## src/source/cache_pkg.sv

```systemverilog
// Blocking cache package
// Geometry of the direct-mapped cache and the operation encoding shared by all blocks

`default_nettype none

package cache_pkg;

  // --------------------
  // Geometry
  // --------------------

  localparam int ADDR_W    = 32;   // Byte address
  localparam int DATA_W    = 32;   // Processor word
  localparam int LINE_W    = 128;  // Four words per line
  localparam int NUM_LINES = 16;

  // Address split, tag | index | word offset | byte offset
  localparam int IDX_W = 4;        // Bits 7:4
  localparam int OFF_W = 2;        // Bits 3:2
  localparam int TAG_W = 24;       // Bits 31:8

  // --------------------
  // Operations
  // --------------------

  // Shared by processor requests and memory requests
  typedef enum logic {
    OP_READ  = 1'b0,
    OP_WRITE = 1'b1
  } req_op_e;

endpackage

`default_nettype wire

```

## src/source/cache_ctrl_if.sv

```systemverilog
// Control and status bundle between the cache control unit and its datapath

`default_nettype none

interface cache_ctrl_if;

  // Control unit to datapath
  logic req_en;              // Capture incoming request
  logic tag_wen;
  logic data_wen;
  logic data_src_refill;     // 1 selects refill line, 0 the store merge
  logic memresp_en;          // Capture refill line
  logic evict_en;            // Capture victim address
  logic memreq_addr_refill;  // 1 selects refill address, 0 the victim
  logic read_reg_en;

  // Datapath to control unit
  logic                        tag_match;
  logic [cache_pkg::IDX_W-1:0] req_idx;
  cache_pkg::req_op_e          req_op;

  modport ctrl (
    output req_en, tag_wen, data_wen, data_src_refill,
    output memresp_en, evict_en, memreq_addr_refill, read_reg_en,
    input  tag_match, req_idx, req_op
  );

  modport dpath (
    input  req_en, tag_wen, data_wen, data_src_refill,
    input  memresp_en, evict_en, memreq_addr_refill, read_reg_en,
    output tag_match, req_idx, req_op
  );

endinterface

`default_nettype wire

```

## src/source/blocking_cache.sv

```systemverilog
// Blocking direct-mapped write-back cache, 256 bytes
// Joins control unit and datapath

`default_nettype none

module blocking_cache (
  input  logic                         clk,
  input  logic                         reset,

  // Processor side
  input  logic                         cachereq_valid,
  input  cache_pkg::req_op_e           cachereq_op,
  input  logic [cache_pkg::ADDR_W-1:0] cachereq_addr,
  input  logic [cache_pkg::DATA_W-1:0] cachereq_data,
  output logic                         busy,
  output logic                         cacheresp_valid,
  output logic [cache_pkg::DATA_W-1:0] cacheresp_data,

  // Memory side, one line per transfer
  output logic                         memreq_valid,
  output cache_pkg::req_op_e           memreq_op,
  output logic [cache_pkg::ADDR_W-1:0] memreq_addr,
  output logic [cache_pkg::LINE_W-1:0] memreq_data,
  input  logic                         memresp_valid,
  input  logic [cache_pkg::LINE_W-1:0] memresp_data
);

  cache_ctrl_if ctl_if ();

  cache_ctrl u_ctrl (
    .clk             (clk),
    .reset           (reset),
    .cachereq_valid  (cachereq_valid),
    .busy            (busy),
    .cacheresp_valid (cacheresp_valid),
    .memreq_valid    (memreq_valid),
    .memreq_op       (memreq_op),
    .memresp_valid   (memresp_valid),
    .ctl             (ctl_if.ctrl)
  );

  cache_dpath u_dpath (
    .clk            (clk),
    .reset          (reset),
    .cachereq_op    (cachereq_op),
    .cachereq_addr  (cachereq_addr),
    .cachereq_data  (cachereq_data),
    .cacheresp_data (cacheresp_data),
    .memreq_addr    (memreq_addr),
    .memreq_data    (memreq_data),
    .memresp_data   (memresp_data),
    .ctl            (ctl_if.dpath)
  );

endmodule

`default_nettype wire

```

## src/source/cache_ctrl.sv

```systemverilog
// Blocking cache control unit
// Valid and dirty bits per line and the hit/miss state machine

`default_nettype none

module cache_ctrl (
  input  logic               clk,
  input  logic               reset,
  input  logic               cachereq_valid,
  output logic               busy,
  output logic               cacheresp_valid,
  output logic               memreq_valid,
  output cache_pkg::req_op_e memreq_op,
  input  logic               memresp_valid,
  cache_ctrl_if.ctrl         ctl
);

  typedef enum logic [3:0] {
    IDLE,
    TAG_CHECK,
    EVICT_REQ,
    EVICT_WAIT,
    REFILL_REQ,
    REFILL_WAIT,
    REFILL_WRITE,
    READ_DATA,
    RESPOND
  } state_e;

  state_e state_q;
  state_e state_d;

  // --------------------
  // Line status bits
  // --------------------

  logic [cache_pkg::NUM_LINES-1:0] valid_q;
  logic [cache_pkg::NUM_LINES-1:0] dirty_q;

  logic line_valid;
  logic line_dirty;
  logic is_write;
  logic hit;

  assign line_valid = valid_q[ctl.req_idx];
  assign line_dirty = line_valid && dirty_q[ctl.req_idx];  // Stale dirty bits ignored
  assign is_write   = (ctl.req_op == cache_pkg::OP_WRITE);
  assign hit        = line_valid && ctl.tag_match;

  always_ff @(posedge clk) begin
    if (reset) begin
      valid_q <= '0;
      dirty_q <= '0;
    end else begin
      if (state_q == TAG_CHECK && hit && is_write) begin
        dirty_q[ctl.req_idx] <= 1'b1;
      end
      if (state_q == REFILL_WRITE) begin
        valid_q[ctl.req_idx] <= 1'b1;
        dirty_q[ctl.req_idx] <= is_write;  // Fresh line is clean unless a store follows
      end
    end
  end

  // --------------------
  // State register
  // --------------------

  always_ff @(posedge clk) begin
    if (reset) state_q <= IDLE;
    else       state_q <= state_d;
  end

  always_comb begin
    state_d = state_q;
    case (state_q)
      IDLE:         if (cachereq_valid) state_d = TAG_CHECK;
      TAG_CHECK: begin
        if (hit)             state_d = READ_DATA;
        else if (line_dirty) state_d = EVICT_REQ;   // Write back victim first
        else                 state_d = REFILL_REQ;
      end
      EVICT_REQ:    state_d = EVICT_WAIT;
      EVICT_WAIT:   if (memresp_valid) state_d = REFILL_REQ;
      REFILL_REQ:   state_d = REFILL_WAIT;
      REFILL_WAIT:  if (memresp_valid) state_d = REFILL_WRITE;
      REFILL_WRITE: state_d = TAG_CHECK;            // Retry as a hit
      READ_DATA:    state_d = RESPOND;
      RESPOND:      state_d = IDLE;
      default:      state_d = IDLE;
    endcase
  end

  // --------------------
  // Outputs
  // --------------------

  always_comb begin
    ctl.req_en             = 1'b0;
    ctl.tag_wen            = 1'b0;
    ctl.data_wen           = 1'b0;
    ctl.data_src_refill    = 1'b0;
    ctl.memresp_en         = 1'b0;
    ctl.evict_en           = 1'b0;
    ctl.memreq_addr_refill = 1'b0;
    ctl.read_reg_en        = 1'b0;
    memreq_valid           = 1'b0;
    memreq_op              = cache_pkg::OP_READ;

    case (state_q)
      IDLE: ctl.req_en = cachereq_valid;
      TAG_CHECK: begin
        if (hit) begin
          ctl.data_wen = is_write;   // Store merge on a write hit
        end else begin
          ctl.evict_en    = 1'b1;
          ctl.read_reg_en = 1'b1;    // Victim line for writeback
        end
      end
      EVICT_REQ: begin
        memreq_valid = 1'b1;
        memreq_op    = cache_pkg::OP_WRITE;
      end
      REFILL_REQ: begin
        memreq_valid           = 1'b1;
        ctl.memreq_addr_refill = 1'b1;
      end
      REFILL_WAIT: ctl.memresp_en = memresp_valid;
      REFILL_WRITE: begin
        ctl.tag_wen         = 1'b1;
        ctl.data_wen        = 1'b1;
        ctl.data_src_refill = 1'b1;
      end
      READ_DATA: ctl.read_reg_en = 1'b1;
      default: ;
    endcase
  end

  assign busy            = (state_q != IDLE);
  assign cacheresp_valid = (state_q == RESPOND);

endmodule

`default_nettype wire

```

## src/source/cache_dpath.sv

```systemverilog
// Blocking cache datapath
// Request registers, tag and data arrays, refill and eviction paths, response word select

`default_nettype none

module cache_dpath (
  input  logic                         clk,
  input  logic                         reset,
  input  cache_pkg::req_op_e           cachereq_op,
  input  logic [cache_pkg::ADDR_W-1:0] cachereq_addr,
  input  logic [cache_pkg::DATA_W-1:0] cachereq_data,
  output logic [cache_pkg::DATA_W-1:0] cacheresp_data,
  output logic [cache_pkg::ADDR_W-1:0] memreq_addr,
  output logic [cache_pkg::LINE_W-1:0] memreq_data,
  input  logic [cache_pkg::LINE_W-1:0] memresp_data,
  cache_ctrl_if.dpath                  ctl
);

  localparam int BYTE_OFF_W = cache_pkg::OFF_W + 2;  // Word offset plus byte bits

  // --------------------
  // Request registers
  // --------------------

  cache_pkg::req_op_e           req_op_q;
  logic [cache_pkg::ADDR_W-1:0] req_addr_q;
  logic [cache_pkg::DATA_W-1:0] req_data_q;

  always_ff @(posedge clk) begin
    if (reset) begin
      req_op_q   <= cache_pkg::OP_READ;
      req_addr_q <= '0;
    end else if (ctl.req_en) begin
      req_op_q   <= cachereq_op;
      req_addr_q <= cachereq_addr;
    end
  end

  always_ff @(posedge clk) begin
    if (ctl.req_en) req_data_q <= cachereq_data;  // Store word only
  end

  logic [cache_pkg::TAG_W-1:0] req_tag;
  logic [cache_pkg::IDX_W-1:0] req_idx;
  logic [cache_pkg::OFF_W-1:0] req_off;

  assign req_tag = req_addr_q[cache_pkg::ADDR_W-1 -: cache_pkg::TAG_W];
  assign req_idx = req_addr_q[BYTE_OFF_W +: cache_pkg::IDX_W];
  assign req_off = req_addr_q[2 +: cache_pkg::OFF_W];

  assign ctl.req_idx = req_idx;
  assign ctl.req_op  = req_op_q;

  // --------------------
  // Tag and data arrays
  // --------------------

  logic [cache_pkg::TAG_W-1:0]  tag_array  [cache_pkg::NUM_LINES];
  logic [cache_pkg::LINE_W-1:0] data_array [cache_pkg::NUM_LINES];

  logic [cache_pkg::TAG_W-1:0]  stored_tag;
  logic [cache_pkg::LINE_W-1:0] cur_line;
  logic [cache_pkg::LINE_W-1:0] merged_line;
  logic [cache_pkg::LINE_W-1:0] write_line;
  logic [cache_pkg::LINE_W-1:0] refill_q;

  assign stored_tag    = tag_array[req_idx];   // Combinational read
  assign cur_line      = data_array[req_idx];
  assign ctl.tag_match = (stored_tag == req_tag);

  // Store word dropped into the resident line at its offset
  always_comb begin
    merged_line = cur_line;
    merged_line[req_off * cache_pkg::DATA_W +: cache_pkg::DATA_W] = req_data_q;
  end

  assign write_line = ctl.data_src_refill ? refill_q : merged_line;

  always_ff @(posedge clk) begin
    if (ctl.tag_wen)  tag_array[req_idx]  <= req_tag;
    if (ctl.data_wen) data_array[req_idx] <= write_line;
  end

  // --------------------
  // Memory side
  // --------------------

  always_ff @(posedge clk) begin
    if (ctl.memresp_en) refill_q <= memresp_data;
  end

  logic [cache_pkg::ADDR_W-1:0] evict_addr_q;
  logic [cache_pkg::ADDR_W-1:0] refill_addr;

  // Victim address is captured before the refill overwrites the tag
  always_ff @(posedge clk) begin
    if (reset)             evict_addr_q <= '0;
    else if (ctl.evict_en) evict_addr_q <= {stored_tag, req_idx, {BYTE_OFF_W{1'b0}}};
  end

  assign refill_addr = {req_tag, req_idx, {BYTE_OFF_W{1'b0}}};
  assign memreq_addr = ctl.memreq_addr_refill ? refill_addr : evict_addr_q;

  // --------------------
  // Read register and response
  // --------------------

  logic [cache_pkg::LINE_W-1:0] read_q;
  logic [cache_pkg::DATA_W-1:0] resp_word;

  always_ff @(posedge clk) begin
    if (ctl.read_reg_en) read_q <= cur_line;
  end

  assign memreq_data = read_q;  // Victim line during writeback

  assign resp_word = read_q[req_off * cache_pkg::DATA_W +: cache_pkg::DATA_W];

  // Writes answer with zero
  assign cacheresp_data = (req_op_q == cache_pkg::OP_WRITE) ? '0 : resp_word;

endmodule

`default_nettype wire

```

## config.mk

```make
export PLATFORM = sky130hd
export DESIGN_NAME = blocking_cache
export DESIGN_NICKNAME = d
export VERILOG_FILES = /design/src/source/cache_pkg.sv /design/src/source/cache_ctrl_if.sv /design/src/source/blocking_cache.sv /design/src/source/cache_ctrl.sv /design/src/source/cache_dpath.sv
export SDC_FILE = /design/constraint.sdc
export NUM_CORES = 2
export LEC_CHECK = 0
export BUFFER_PORTS_ARGS = -buffer_cell sky130_fd_sc_hd__buf_2
export CORE_AREA = 4 4 425 427
export DETAILED_ROUTE_END_ITERATION = 10
export DIE_AREA = 0 0 429 431
export MAX_ROUTING_LAYER = met4
export PLACE_DENSITY = 0.75
export SETUP_SLACK_MARGIN = 0.4
export SLEW_MARGIN = 20
export SYNTH_ARGS = -nofsm -noshare
export SYNTH_HDL_FRONTEND = slang
export SYNTH_SLANG_ARGS = --single-unit
export TNS_END_PERCENT = 50
```

## constraint.sdc

```tcl
create_clock -name clk -period 13.6 [get_ports clk]
set_clock_uncertainty 0.1 [all_clocks]
set_input_delay 0.68 -clock clk [delete_from_list [all_inputs] [get_ports clk]]
set_output_delay 0.68 -clock clk [all_outputs]
set_load 0.05 [all_outputs]
```

==> out/metrics.csv <==
metric,value,unit
status,finished clean,
post-DP HPWL,168000,um
hold crit path type,input port to register,
Core Area,176000,um^2
minimum clock period,8.21,ns
Hold Startpoint,cachereq_addr[12],
Synth Instances,5054,
Port Buffers,386,
"Distinct cells, synth",73,
setup TNS,0,ns
layout filler cell count,10100,
P_leak,39.5,nW
clock sinks,2819,
worst-margin pin slew,1.17,ns
Post-DP Area,114000,um^2
# H-tree levels,5,
DRT Wirelength,317000,um
"Hold Vio Cnt, Final",0,
CP Max Fanout,127,
final setup violation count,0,
TritonCTS Buffers,288,
Crit Path Class,register to register,
Post-Syn Area,109000,um^2
share of cells above drive strength 1,0.294,
largest net degree at the start of global routing,128,
Area Overhead vs Synth,14.2,%
global route overflow,0,
CP Capture Type,register,
worst vdd ir,0.159,mV
CTS clock-pin slew for the worst setup and hold paths,0.06,ns
sequential cell area fraction in the yosys report,0.768,
Worst-Skew Late Latency,0.95,ns
Seq cells post-synth,2819,
main flop type after synthesis,edfxtp_1,
routed len/inst,38.1,um
initial antenna violation count,24,
first-pass GRT wire length,445000,um
Critical Path Start Type,register,
"most common cell after layout, fill and taps aside",edfxtp_1,
fin area,124000,um^2
I/O pin count,393,
RSZ-0062 raised after global routing,false,
CP bufs+invs,4,
vias in the first global route,58900,
Clock Tree Root,clkbuf_16,
Async SR Flop Fraction,0,
Worst slew margin,0.217,
"Period Utilization, post-route",0.603,
Final WS setup,5.39,ns
Post-DRT Antenna Nets,0,
"commonest cells after routing, fill and taps aside","2720 x edfxtp_1, 732 x mux4_2, 385 x buf_2",
Vias/cell,7.05,
P per Cell Area,156,nW/um^2
CP arrival,8.64,ns
die width,429,um
"Warnings, synthesis",0,
critical-path cell list,buf_12 -> buf_4 -> mux4_2 -> mux2i_1 -> o22a_1 -> nor2_1 -> a2111oi_0 -> and3_2 -> nand4_4 -> o21a_1 -> nor2_4 -> buf_4 -> buf_4,
crit path max-delay cell type,buf_4,
CP most frequent cell,buf_4,
FMAX,122,MHz
Remaining DRCs,0,
Slowest Stage Delay on Critical Path,0.91,ns
Final GP Congestion,0.903,
Tot Pwr,19.4,mW
initial DRC count,9741,
Top delay family on crit path,buffers and inverters,
CP required,14.03,ns
drt pass-1 iters,6,
worst hold slack,0.0436,ns
DP Worst Slack,5.67,ns
GRT Total Usage,0.356,
fin nets,5959,
Die H,431,um
clk buf depth,4,
CTS tree,yes,
routed vias,58800,
Synth Area per Inst,21.6,um^2
Post-CTS Setup Inserts,0,
post-CTS sizing,0,
Post-synth EDFFs,2720,
Die ar.,185000,um^2
Slew Limit Fails,0,
total of max-cap violations,0,
Cell Rows,154,
initial cell density of the core,0.619,
-- path summary, 6_finish.rpt --
| kind | endpoint | slack, ns | cells after the start |
|---|---|---|---|
| min | u_dpath.req_addr_q[12] | 0.04 | 3 |
| max reg2reg | u_dpath.data_array[13][19] | 5.39 | 13 |
| min reg2reg | u_ctrl.valid_q[6] | 0.37 | 2 |
| max | u_dpath.data_array[13][19] | 5.39 | 13 |
-- cell type report --
cell class                      instances  area [um^2]  share of cell area
Tap cell                             2340         2930              0.0235
Multi-Input combinational cell       1927        24100               0.194
Clock buffer                          371         7700              0.0619
Inverter                               16         68.8            0.000553
Clock inverter                        127          830             0.00667
Sequential cell                      2819        83700               0.672
Timing Repair Buffer                  705         5030              0.0404
Antenna cell                           30         75.1            0.000603
-- flip-flops by register name, indices dropped and copies added, names as in the netlist, 4 cells and up, named ones only --
name                  count
u_dpath.refill_q        128
u_dpath.evict_addr_q     28
u_dpath.req_data_q       32
u_ctrl.state_q            4
u_dpath.tag_array       384
u_dpath.data_array     2048
u_dpath.req_addr_q       30
u_dpath.memreq_data     128
u_ctrl.valid_q           16
-- Yosys cell counts, types with 14 or more instances --
cell      instances  share of area
mux2i_1          69         0.0063
nand3_1          28         0.0013
nor2_1          336          0.012
buf_2            65         0.0030
mux2_2           71         0.0073
inv_1            14        0.00048
a221oi_1        123         0.0099
a22oi_1          26         0.0018
and2_1           33         0.0019
nand2_1         133         0.0046
o21ai_0          38         0.0017
dfxtp_1          99          0.018
a31oi_1          21         0.0012
buf_1            23        0.00079
a21oi_1          69         0.0032
edfxtp_1       2720           0.75
buf_4            16         0.0011
nor2b_1          24         0.0014
nand2b_1         23         0.0013
a211oi_1         23         0.0016
mux4_2          732           0.15
clkbuf_1        176         0.0061
-- routing by layer --
| layer | GRT usage | part of all wire | up-vias |
|---|---|---|---|
| met5 | - | 0 | - |
| met4 | 0.256 | 0.088 | 0 |
| met3 | 0.0805 | 0.11 | 1059 |
| met2 | 0.538 | 0.48 | 4862 |
| met1 | 0.431 | 0.32 | 30200 |
| li1 | - | - | 22600 |
-- cells by family after synthesis --
logic type / count (synthesis) / share of synthesized area
DFF: 2819 / 0.768
buffers and inverters: 311 / 0.0133
adders and majority gates: 5 / 0.000574
xor gates and xnor gates: 17 / 0.00143
muxes: 873 / 0.165
and+or+nand+nor: 666 / 0.0281
AOI/OAI and AO/OA: 362 / 0.0240
other: 1 / 0.0000344
-- worst register-to-register path: cells and delay by family (launching register included) --
family                 cells  cell delay, ns
buffers and inverters      4            3.45
AND/OR/NAND/NOR            4            1.55
multiplexers               2            1.06
AO/OA/AOI/OAI              3            1.04
flip-flops                 1            0.61
-- through the flow --
stage,utilization,instances
floorplan,-,5057
global placement,0.647,7617
detailed placement,0.647,7617
CTS,0.706,8304
global route,0.707,8327
finish,0.707,8335
-- where the power goes --
part | total, mW | switching, mW | internal [mW]
clock | 7.35 | 3.19 | 4.16
sequential | 10.1 | 0.223 | 9.92
combinational | 1.86 | 1.25 | 0.617
-- timing repair --
item                                   CTS  global route
hold buffers                           189             0
endpoints found under the hold margin  192             0
setup endpoints to repair                0             0
Note: power is estimated with default switching activity, not from simulation.
